==> src/camera_pkg.sv <==
/* Widths, CSI-2 data-type codes, queue depths and the structs of the capture front end.
   Imported by every RTL module and by the testbench */
package camera_pkg;

    localparam int pixel_width = 10;
    localparam int coord_width = 11;

    localparam logic [5:0] dt_frame_start = 6'h00;
    localparam logic [5:0] dt_frame_end   = 6'h01;
    localparam logic [5:0] dt_raw10       = 6'h2B;

    localparam int header_bytes      = 4;  // DI, WC low, WC high, ECC
    localparam int footer_bytes      = 2;  // Payload CRC, skipped
    localparam int raw10_group_bytes = 5;

    localparam int pixel_fifo_depth = 16;  // Also the pixel consumer credit limit
    localparam int meter_fifo_depth = 2;

    typedef struct packed {
        logic [coord_width-1:0] x_start;
        logic [coord_width-1:0] y_start;
        logic [coord_width-1:0] width;
        logic [coord_width-1:0] height;
    } crop_window_t;

    typedef struct packed {
        logic [pixel_width-1:0] pixel;
        logic                   first;  // Window origin of the frame
        logic                   last;   // Final x of a window row
    } pixel_beat_t;

    typedef struct packed {
        logic [31:0]            sum;
        logic [pixel_width-1:0] peak;
        logic [21:0]            count;
        logic                   error;  // Word count not a multiple of five
    } meter_result_t;

    typedef struct packed {
        logic       frame_start;
        logic       frame_end;
        logic       line_start;
        logic       line_end;
        logic       payload_byte_valid;
        logic [7:0] payload_byte;
    } raster_event_t;

endpackage

==> src/csi2_packet_fsm.sv <==
`timescale 1ns/1ps
/* Parses the single-lane CSI-2 byte stream into frame, line and payload events.
   ECC and CRC bytes are skipped unchecked, events come one cycle after their byte */
module csi2_packet_fsm (
    input  logic                      mipi_byte_clock,
    input  logic                      mipi_byte_reset_n,
    input  logic [7:0]                byte_i,
    input  logic                      byte_valid_i,
    output camera_pkg::raster_event_t event_o,
    output logic                      wc_error_o
);
    import camera_pkg::*;

    typedef enum logic [1:0] {
        st_header,
        st_payload,
        st_footer
    } state_t;

    state_t      state;
    logic [2:0]  byte_count;    // Index inside header or footer
    logic [5:0]  data_type;
    logic [15:0] word_count;
    logic [15:0] payload_left;
    logic        is_raw10;      // Payload of this packet carries pixels
    logic        wc_bad;

    always_ff @(posedge mipi_byte_clock or negedge mipi_byte_reset_n) begin
        if (!mipi_byte_reset_n) begin
            state        <= st_header;
            byte_count   <= '0;
            data_type    <= '0;
            word_count   <= '0;
            payload_left <= '0;
            is_raw10     <= 1'b0;
            wc_bad       <= 1'b0;
            event_o      <= '0;
            wc_error_o   <= 1'b0;
        end else begin
            event_o              <= '0;  // Strobes last one cycle
            event_o.payload_byte <= byte_i;
            wc_error_o           <= 1'b0;
            if (byte_valid_i) begin
                case (state)
                    st_header: begin
                        if (byte_count == 3'(header_bytes - 1)) begin
                            byte_count <= '0;  // ECC byte closes the header
                            if (data_type[5:4] == 2'b00) begin
                                event_o.frame_start <= (data_type == dt_frame_start);
                                event_o.frame_end   <= (data_type == dt_frame_end);
                            end else begin
                                is_raw10           <= (data_type == dt_raw10);
                                wc_bad             <= (word_count % raw10_group_bytes) != 0;
                                payload_left       <= word_count;
                                event_o.line_start <= (data_type == dt_raw10);
                                if (word_count == 16'd0) begin
                                    event_o.line_end <= (data_type == dt_raw10);
                                    state            <= st_footer;
                                end else begin
                                    state <= st_payload;
                                end
                            end
                        end else begin
                            byte_count <= byte_count + 3'd1;
                            case (byte_count)
                                3'd0:    data_type <= byte_i[5:0];  // VC bits dropped
                                3'd1:    word_count[7:0] <= byte_i;
                                default: word_count[15:8] <= byte_i;
                            endcase
                        end
                    end
                    st_payload: begin
                        payload_left               <= payload_left - 16'd1;
                        event_o.payload_byte_valid <= is_raw10;  // Other types skipped
                        if (payload_left == 16'd1) begin
                            event_o.line_end <= is_raw10;
                            wc_error_o       <= is_raw10 && wc_bad;
                            state            <= st_footer;
                        end
                    end
                    st_footer: begin
                        byte_count <= byte_count + 3'd1;
                        if (byte_count == 3'(footer_bytes - 1)) begin
                            byte_count <= '0;
                            state      <= st_header;
                        end
                    end
                    default: state <= st_header;
                endcase
            end
        end
    end

endmodule

==> src/raw10_unpacker.sv <==
`timescale 1ns/1ps
/* Unpacks five-byte RAW10 groups into four 10-bit pixels, one per cycle.
   A partial group left at the end of a line is dropped at the next line start */
module raw10_unpacker (
    input  logic                              mipi_byte_clock,
    input  logic                              mipi_byte_reset_n,
    input  camera_pkg::raster_event_t         event_i,
    output logic                              pixel_valid_o,
    output logic [camera_pkg::pixel_width-1:0] pixel_o
);
    import camera_pkg::*;

    logic [2:0]       byte_index;
    logic [3:0][7:0]  upper;          // High bits of pixels 0 to 3
    logic [23:0]      pending_hi;     // Pixels 1 to 3 still to emit
    logic [5:0]       pending_lo;
    logic [1:0]       pending_count;
    logic             group_done;

    assign group_done = event_i.payload_byte_valid &&
                        (byte_index == 3'(raw10_group_bytes - 1));

    always_ff @(posedge mipi_byte_clock or negedge mipi_byte_reset_n) begin
        if (!mipi_byte_reset_n) begin
            byte_index    <= '0;
            pixel_valid_o <= 1'b0;
            pending_count <= '0;
        end else begin
            if (event_i.line_start || group_done) begin
                byte_index <= '0;
            end else if (event_i.payload_byte_valid) begin
                byte_index <= byte_index + 3'd1;
            end
            if (group_done) begin
                pixel_valid_o <= 1'b1;
                pending_count <= 2'd3;
            end else if (pending_count != 2'd0) begin
                pixel_valid_o <= 1'b1;
                pending_count <= pending_count - 2'd1;
            end else begin
                pixel_valid_o <= 1'b0;
            end
        end
    end

    always_ff @(posedge mipi_byte_clock) begin
        if (event_i.payload_byte_valid && !group_done) begin
            upper[byte_index[1:0]] <= event_i.payload_byte;
        end
        if (group_done) begin
            pixel_o    <= {upper[0], event_i.payload_byte[1:0]};  // Pixel 0 low bits at 1:0
            pending_hi <= {upper[3], upper[2], upper[1]};
            pending_lo <= event_i.payload_byte[7:2];
        end else if (pending_count != 2'd0) begin
            pixel_o    <= {pending_hi[7:0], pending_lo[1:0]};
            pending_hi <= pending_hi >> 8;
            pending_lo <= pending_lo >> 2;
        end
    end

endmodule

==> src/raster_counter.sv <==
`timescale 1ns/1ps
/* Places each pixel on the x/y raster and keeps only those inside the crop window.
   The window is sampled at frame start, beats come out one cycle after the pixel */
module raster_counter (
    input  logic                               mipi_byte_clock,
    input  logic                               mipi_byte_reset_n,
    input  camera_pkg::raster_event_t          event_i,
    input  camera_pkg::crop_window_t           crop_window_i,
    input  logic                               pixel_valid_i,
    input  logic [camera_pkg::pixel_width-1:0] pixel_i,
    output logic                               beat_valid_o,
    output camera_pkg::pixel_beat_t            beat_o
);
    import camera_pkg::*;

    crop_window_t           window;
    logic [coord_width-1:0] x;
    logic [coord_width-1:0] y;
    logic                   line_done;  // Line ended, y moves on at next line start
    logic [coord_width:0]   x_end;      // Exclusive bounds
    logic [coord_width:0]   y_end;
    logic                   in_window;

    assign x_end     = window.x_start + window.width;
    assign y_end     = window.y_start + window.height;
    assign in_window = (x >= window.x_start) && ({1'b0, x} < x_end) &&
                       (y >= window.y_start) && ({1'b0, y} < y_end);

    // Trailing pixels of a group arrive after line end, so y steps on the next line start
    always_ff @(posedge mipi_byte_clock or negedge mipi_byte_reset_n) begin
        if (!mipi_byte_reset_n) begin
            window       <= '0;
            x            <= '0;
            y            <= '0;
            line_done    <= 1'b0;
            beat_valid_o <= 1'b0;
        end else begin
            if (event_i.frame_start) begin
                window    <= crop_window_i;
                y         <= '0;
                line_done <= 1'b0;
            end
            if (event_i.line_start) begin
                x         <= '0;
                line_done <= 1'b0;
                if (line_done) begin
                    y <= y + 1'b1;
                end
            end else if (pixel_valid_i) begin
                x <= x + 1'b1;
            end
            if (event_i.line_end) begin
                line_done <= 1'b1;
            end
            beat_valid_o <= pixel_valid_i && in_window;
        end
    end

    always_ff @(posedge mipi_byte_clock) begin
        beat_o.pixel <= pixel_i;
        beat_o.first <= (x == window.x_start) && (y == window.y_start);
        beat_o.last  <= ({1'b0, x} == x_end - 1'b1);
    end

endmodule

==> src/frame_metering.sv <==
`timescale 1ns/1ps
/* Sum, peak and count of the cropped pixels of one frame, with the word-count error.
   One result per frame, valid the cycle after frame end */
module frame_metering (
    input  logic                      mipi_byte_clock,
    input  logic                      mipi_byte_reset_n,
    input  camera_pkg::raster_event_t event_i,
    input  logic                      wc_error_i,
    input  logic                      beat_valid_i,
    input  camera_pkg::pixel_beat_t   beat_i,
    output logic                      result_valid_o,
    output camera_pkg::meter_result_t result_o
);
    import camera_pkg::*;

    meter_result_t acc;  // Running totals of the current frame

    always_ff @(posedge mipi_byte_clock or negedge mipi_byte_reset_n) begin
        if (!mipi_byte_reset_n) begin
            acc            <= '0;
            result_valid_o <= 1'b0;
        end else begin
            result_valid_o <= event_i.frame_end;
            if (event_i.frame_start) begin
                acc <= '0;
            end else begin
                if (beat_valid_i) begin
                    acc.sum   <= acc.sum + 32'(beat_i.pixel);
                    acc.count <= acc.count + 22'd1;
                    if (beat_i.pixel > acc.peak) begin
                        acc.peak <= beat_i.pixel;
                    end
                end
                if (wc_error_i) begin
                    acc.error <= 1'b1;  // Held until the next frame start
                end
            end
        end
    end

    always_ff @(posedge mipi_byte_clock) begin
        if (event_i.frame_end) begin
            result_o <= acc;
        end
    end

endmodule

==> src/credit_fifo.sv <==
`timescale 1ns/1ps
/* Circular queue that sends its head entry only while it holds a consumer credit.
   A push into a full queue is dropped and raises overflow until clear */
module credit_fifo #(
    parameter type payload_t = logic,
    parameter int  depth     = 4
) (
    input  logic     mipi_byte_clock,
    input  logic     mipi_byte_reset_n,
    input  logic     clear_i,
    input  logic     push_i,
    input  payload_t push_data_i,
    input  logic     credit_i,
    output logic     valid_o,
    output payload_t data_o,
    output logic     overflow_o
);

    payload_t                   mem [depth];
    logic [$clog2(depth)-1:0]   wr_ptr;
    logic [$clog2(depth)-1:0]   rd_ptr;
    logic [$clog2(depth+1)-1:0] used;
    logic [$clog2(depth+1)-1:0] credits;  // Starts at zero after reset
    logic                       full;
    logic                       accept;
    logic                       send;

    assign full   = (used == depth);
    assign accept = push_i && !full;
    assign send   = (used != '0) && (credits != '0);

    always_ff @(posedge mipi_byte_clock or negedge mipi_byte_reset_n) begin
        if (!mipi_byte_reset_n) begin
            wr_ptr     <= '0;
            rd_ptr     <= '0;
            used       <= '0;
            credits    <= '0;
            valid_o    <= 1'b0;
            overflow_o <= 1'b0;
        end else begin
            valid_o <= send;
            if (accept) begin
                wr_ptr <= (wr_ptr == depth - 1) ? '0 : wr_ptr + 1'b1;
            end
            if (send) begin
                rd_ptr <= (rd_ptr == depth - 1) ? '0 : rd_ptr + 1'b1;
            end
            if (accept && !send) begin
                used <= used + 1'b1;
            end else if (send && !accept) begin
                used <= used - 1'b1;
            end
            if (credit_i && !send) begin
                credits <= credits + 1'b1;
            end else if (send && !credit_i) begin
                credits <= credits - 1'b1;  // Each send spends one credit
            end
            if (clear_i) begin
                overflow_o <= 1'b0;
            end else if (push_i && full) begin
                overflow_o <= 1'b1;
            end
        end
    end

    always_ff @(posedge mipi_byte_clock) begin
        if (accept) begin
            mem[wr_ptr] <= push_data_i;
        end
        if (send) begin
            data_o <= mem[rd_ptr];
        end
    end

endmodule

==> src/camera_frontend.sv <==
`timescale 1ns/1ps
/* Top of the byte-clock capture front end, from CSI-2 bytes to cropped pixels.
   Pixels and per-frame meter results each leave through a credit queue */
module camera_frontend (
    input  logic                      mipi_byte_clock,
    input  logic                      mipi_byte_reset_n,
    input  logic [7:0]                byte_i,
    input  logic                      byte_valid_i,
    input  camera_pkg::crop_window_t  crop_window_i,
    output logic                      pix_valid_o,
    output camera_pkg::pixel_beat_t   pix_o,
    input  logic                      pix_credit_i,
    output logic                      meter_valid_o,
    output camera_pkg::meter_result_t meter_o,
    input  logic                      meter_credit_i,
    output logic                      overflow_o
);
    import camera_pkg::*;

    raster_event_t          raster_event;
    logic                   wc_error;
    logic                   pixel_valid;
    logic [pixel_width-1:0] pixel;
    logic                   beat_valid;  // Pixel kept by the crop window
    pixel_beat_t            beat;
    logic                   result_valid;
    meter_result_t          result;

    csi2_packet_fsm packet_fsm (
        .mipi_byte_clock   (mipi_byte_clock),
        .mipi_byte_reset_n (mipi_byte_reset_n),
        .byte_i            (byte_i),
        .byte_valid_i      (byte_valid_i),
        .event_o           (raster_event),
        .wc_error_o        (wc_error)
    );

    raw10_unpacker unpacker (
        .mipi_byte_clock   (mipi_byte_clock),
        .mipi_byte_reset_n (mipi_byte_reset_n),
        .event_i           (raster_event),
        .pixel_valid_o     (pixel_valid),
        .pixel_o           (pixel)
    );

    raster_counter raster (
        .mipi_byte_clock   (mipi_byte_clock),
        .mipi_byte_reset_n (mipi_byte_reset_n),
        .event_i           (raster_event),
        .crop_window_i     (crop_window_i),
        .pixel_valid_i     (pixel_valid),
        .pixel_i           (pixel),
        .beat_valid_o      (beat_valid),
        .beat_o            (beat)
    );

    frame_metering metering (
        .mipi_byte_clock   (mipi_byte_clock),
        .mipi_byte_reset_n (mipi_byte_reset_n),
        .event_i           (raster_event),
        .wc_error_i        (wc_error),
        .beat_valid_i      (beat_valid),
        .beat_i            (beat),
        .result_valid_o    (result_valid),
        .result_o          (result)
    );

    credit_fifo #(
        .payload_t (pixel_beat_t),
        .depth     (pixel_fifo_depth)
    ) pixel_queue (
        .mipi_byte_clock   (mipi_byte_clock),
        .mipi_byte_reset_n (mipi_byte_reset_n),
        .clear_i           (raster_event.frame_start),
        .push_i            (beat_valid),
        .push_data_i       (beat),
        .credit_i          (pix_credit_i),
        .valid_o           (pix_valid_o),
        .data_o            (pix_o),
        .overflow_o        (overflow_o)
    );

    // One result per frame, cannot fill while credits come back within a frame
    credit_fifo #(
        .payload_t (meter_result_t),
        .depth     (meter_fifo_depth)
    ) meter_queue (
        .mipi_byte_clock   (mipi_byte_clock),
        .mipi_byte_reset_n (mipi_byte_reset_n),
        .clear_i           (raster_event.frame_start),
        .push_i            (result_valid),
        .push_data_i       (result),
        .credit_i          (meter_credit_i),
        .valid_o           (meter_valid_o),
        .data_o            (meter_o),
        .overflow_o        ()
    );

endmodule

==> config.mk <==
export PLATFORM = sky130hd
export DESIGN_NAME = camera_frontend
export DESIGN_NICKNAME = d
export VERILOG_FILES = /design/src/camera_pkg.sv /design/src/csi2_packet_fsm.sv /design/src/raw10_unpacker.sv /design/src/raster_counter.sv /design/src/frame_metering.sv /design/src/credit_fifo.sv /design/src/camera_frontend.sv
export SDC_FILE = /design/constraint.sdc
export NUM_CORES = 1
export LEC_CHECK = 0
export BUFFER_PORTS_ARGS = -buffer_cell sky130_fd_sc_hd__clkbuf_2
export CAP_MARGIN = 5
export CORE_MARGIN = 2
export CORE_UTILIZATION = 45
export DETAILED_ROUTE_END_ITERATION = 10
export HOLD_SLACK_MARGIN = 0.15
export SETUP_SLACK_MARGIN = 0.5
export SKIP_LAST_GASP = 1
export SLEW_MARGIN = 10
export SYNTH_ARGS = -nofsm -noshare
export SYNTH_HDL_FRONTEND = slang
export SYNTH_HIERARCHICAL = 1
export SYNTH_SLANG_ARGS = --single-unit
==> constraint.sdc <==
create_clock -name mipi_byte_clock -period 23.6 [get_ports mipi_byte_clock]
set_input_delay 1.18 -clock mipi_byte_clock [delete_from_list [all_inputs] [get_ports mipi_byte_clock]]
set_output_delay 1.18 -clock mipi_byte_clock [all_outputs]
set_load 0.02 [all_outputs]
# Word level (Yosys, flattened, before mapping)
# Memories as Yosys holds them, arrays and structs flattened. A register that Yosys moved wholly into a read port is not among the register bits.
# Cells that the tools add are included.
dict set report word_totals {
  reg_bits 375
  latchBits 0
  mem_bits_rw 322
  rom_bits 0
  in_bits 57
  out_inout_bits 80
  word_cells 246
  n_memories 2
}
dict set report op_classes {
  n_addsub 23
  multipliers 0
  div 1
  magnitude_cmp 7
  eq_ne 19
  shifts 0
  muxes 69
  bitwise 3
  reduce_logical 66
}
# name words width rd rd_ports_with_merged_regs write_ports line_no
set memory_table {}
lappend memory_table {pixel_queue.mem 16 12 1 1 1 credit_fifo.sv:19} ;# payload_t mem [depth];
lappend memory_table {meter_queue.mem 2 65 1 1 1 credit_fifo.sv:19}
# operator n
set op_table {}
lappend op_table {{$mux W65} 1}
lappend op_table {{$mux W64} 1}
lappend op_table {{$mux W11} 5}
lappend op_table {{$mux W24} 2}
lappend op_table {{$add A32 B10 Y32} 1}
lappend op_table {{$bwmux W32} 1}
lappend op_table {{$mod A16 B3 Y32 const B} 1}
lappend op_table {{$mux W16} 2}
lappend op_table {{$pmux W16 S2} 1}
lappend op_table {{$reduce_bool A2 Y1} 16}
lappend op_table {{$reduce_bool A32 Y1} 1}
lappend op_table {{$mux W10} 3}
lappend op_table {{$mux W2} 13}
lappend op_table {{$mux W5} 5}
lappend op_table {{$add A11 B11 Y12} 2}
lappend op_table {{$lt A11 B12 Y1} 2}
lappend op_table {{$add A11 B1 Y11 const B} 2}
lappend op_table {{$add A22 B1 Y22 const B} 1}
lappend op_table {{$eq A11 B11 Y1} 2}
lappend op_table {{$ge A11 B11 Y1} 2}
lappend op_table {{$logic_and A1 B1 Y1} 22}
lappend op_table {{$mux W1} 20}
lappend op_table {{$reduce_and A4 Y1} 5}
lappend op_table {{$demux W8 S2} 1}
lappend op_table {{other kinds (44)} 76}

# Longest topological paths before layout
dict set report logic_depth {
  word_depth 7
  mapped_depth 47
  mapped_depth_nobuf 38
}

# By module
# Netlist, hierarchy kept.
# mod n_inst cells_per_inst area_each_um2 seq_area_each_um2
set modules_own_cells {}
lappend modules_own_cells {{credit_fifo at pixel_queue} 1 463 8926.1 6626.4}
lappend modules_own_cells {csi2_packet_fsm 1 1003 7758.7 1476.4}
lappend modules_own_cells {{credit_fifo at meter_queue} 1 297 7154.4 6055.8}
lappend modules_own_cells {frame_metering 1 505 6072.1 3603.5}
lappend modules_own_cells {raster_counter 1 576 5459.0 1941.9}
lappend modules_own_cells {raw10_unpacker 1 219 2996.6 2312.2}

# Worst setup path before layout
# No wires, ideal clock.
dict set report synth_path {
  path_type {register -> register}
  startpoint {register packet_fsm.word_count[14]}
  endpoint {register packet_fsm.wc_bad}
  setup_ps 132
  arrival_ps 9741
  slack_ps 13727
  path_stages_with_launch 42
  path_buffers 4
  synth_period_minus_slack_ps 9873
  cell_sequence {dfrtp_1 buf_4 nor2_1 inv_1 ha_1 nand3b_2 a32oi_2 and2_1 buf_4 o221ai_1 a21oi_2 or3_1 nand2_2 buf_6 or3_4 and2_1 buf_6 or3_4 [... 6 more ...] a2111o_1 xor2_1 a2111oi_4 and2_1 nand2_1 xnor2_2 ha_1 o21ai_0 o21ai_0 a2bb2oi_1 mux2i_1 or4b_4 a211oi_4 mux2_2 nor4_2 nor4b_2 a21o_1 a31oi_1}
}
dict set report synth_between {
  elab_chain_len 2
}
# item line_no
set synth_rtl {}
lappend synth_rtl {{from (decl)} csi2_packet_fsm.sv:23} ;# logic [15:0] word_count;
lappend synth_rtl {{from (signal assigned)} csi2_packet_fsm.sv:68} ;# default: word_count[15:8] <= byte_i;
lappend synth_rtl {{$mod A16 B3 Y32} csi2_packet_fsm.sv:53} ;# wc_bad <= (word_count % raw10_group_bytes) != 0;
lappend synth_rtl {{$reduce_bool A32 Y1} csi2_packet_fsm.sv:53}
lappend synth_rtl {{to (signal assigned)} csi2_packet_fsm.sv:36} ;# wc_bad <= 1'b0;
lappend synth_rtl {{to (signal assigned)} csi2_packet_fsm.sv:53}
lappend synth_rtl {{to (decl)} csi2_packet_fsm.sv:26} ;# logic wc_bad;
# Every way passes these cells.
# A chain may end at the register's enable or synchronous reset.

# Final worst setup path
dict set report layout_path {
  startpoint {register packet_fsm.word_count[13]}
  endpoint {register packet_fsm.wc_bad}
}
# The elaborated chain is that of the path after synthesis.

==> flow_summary.toml <==
[run_status]
status = "finished clean"

[timing]
slew_violations = 0
setup_viol = 0
worstMarginPinSlew_ns = 1.34
rsz0062_at_grt = "false"
min_period_ns = 13.09
max-slew-margin-rel = 0.0941
post-route-period-util = 0.555
finClkSkew_ns = 0.0826
tns_ns = 0
finalHoldViolCount = 0
fmax_ghz = 0.0764

[routing]
via_count = 24696
firstDrtPassIters = 5
drtIter0Drc = 1794
drcViolationCount = 0
vias_per_cell = 5.61
antenna_left = 0
wl_um = 84000
post_drt_wl_per_cell_um = 19.1

[cts]
holdBufCountCts = 0
cts_sinks = 774
cts_buffers = 82
clkTransAtPathRegs_ns = 0.06
clock_latency_ns = 0.67
htree_num_levels = 3
cts_tree = "yes"
cts-root-buf = "clkbuf_16"
cts_setup_buffers = 0
post_cts_resized = 0
ctsLongestPathBuffers = 3

[layout]
fill_cells = 7257
drive_gt1_frac = 0.182
fin_cells = 4401
ff_latch_area_um2 = 22000
area_growth_pct = 11.8
layout.nets = 3372
multi_input_area_um2 = 15300
antennaDiodeCount = 0

[synth]
syn_inst = 3059
yosysWarnings = 6
syn_nets = 3240
syn-cell-area_um2 = 38300
avgSynthCellArea_um2 = 12.5

[die]
core_area_um2 = 84700
dieHeight_um = 296
row_count = 107
die_area_um2 = 87500
io_pins = 137
fp.dieW_um = 296
initial_core_util = 0.452

[worst_setup_path]
critPathCaptureType = "flop"
cp-start-kind = "flop"
cp_common_cell = "mux2i_1"
critical_path_class = "flop to flop"
slowest_delay_ns = 0.99
slowest_stage = "nor4_2"
cp.required_ns = 24.08
critPathMaxFanout = 25
crit_arrival_ns = 13.57

[min_path]
worstHoldPathType = "flop to flop"

[place]
gp_congestion = 0.850
port_buffers = 136
dp_hpwl_um = 57000
dp_cells = 4251

[global_routing]
overflow = 0
antenna_found_initial = 2
grt_pass1_vias = 24446
track_usage = 0.191
grt_pass1_wl_um = 134000
grt_max_degree = 101

[job]
cap_violations = 0
==> worst max-delay path: cells and delay by family (launching register included) <==
| family | cells | cell delay, ns |
|---|---|---|
| adder cells (fa/ha/maj) | 2 | 0.63 |
| XOR/XNOR | 1 | 0.19 |
| flip-flops | 1 | 0.65 |
| multiplexers | 4 | 1.38 |
| AO/OA/AOI/OAI | 13 | 4.38 |
| buffers and inverters | 1 | 0.13 |
| AND/OR/NAND/NOR | 17 | 5.55 |
==> per-layer routing <==
layer / global-route usage / wire length (um)
met4: 0.0529 / 1650
met2: 0.335 / 42300
met3: 0.0248 / 3350
met5: 0 / 23
met1: 0.249 / 36700
==> flip-flops by register name (all words and copies together) (netlist names), 4 cells and up <==
register / count
pixel_queue/mem: 192
meter_queue/mem: 130
meter_queue/data_o: 65
metering/acc: 65
metering/result_o: 65
raster/window: 44
unpacker/upper: 32
unpacker/pending_hi: 24
packet_fsm/payload_left: 16
packet_fsm/word_count: 16
packet_fsm/event_o: 13
pixel_queue/data_o: 12
raster/beat_o: 12
raster/x: 11
raster/y: 11
unpacker/pixel_o: 10
packet_fsm/data_type: 6
unpacker/pending_lo: 6
pixel_queue/credits: 5
pixel_queue/used: 5
pixel_queue/rd_ptr: 4
pixel_queue/wr_ptr: 4
==> layout make-up <==
type	count	area share
sequential	774	0.513
clock inverter	47	0.0139
inverter	101	0.00891
multi-input combinational	2055	0.356
tap	1144	0.0334
timing repair buffer	177	0.0233
clock buffer	103	0.0511
==> final timing paths <==
path                                           start                endpoint  slack (ns)  cells past startpoint
max in group asynchronous          mipi_byte_reset_n  packet_fsm/event_o[12]       21.38                      2
max reg2reg                packet_fsm/word_count[13]       packet_fsm/wc_bad       10.51                     38
max                        packet_fsm/word_count[13]       packet_fsm/wc_bad       10.51                     38
min in group asynchronous          mipi_byte_reset_n        metering/acc[12]        0.58                      1
min                              unpacker/pixel_o[9]       raster/beat_o[11]        0.32                      0
min reg2reg                      unpacker/pixel_o[9]       raster/beat_o[11]        0.32                      0
==> layout by cell type (no fill, tap or decap), drive strengths merged, types with 107 or more instances in the layout <==
cell type  count
dfrtp        226
ha           119
edfxtp       536
a21oi        136
o21ai        151
inv          107
mux2         138
nand2        278
clkbuf       238
nor2         191
==> metrics by stage <==
stage,instance area (um^2),worst slack [ns],hold WS [ns],util
floorplan,38300,13.73,0.323,-
global placement,40100,11.02,0.323,0.473
detailed placement,40100,10.68,0.329,0.473
CTS,42800,10.63,0.318,0.506
global route,42800,9.30,0.329,0.506
finish,42800,10.51,0.320,0.506
Power is left out: the tool's default activity adds up to more than one toggle a clock period on the data nets, which glitch-free logic cannot reach.
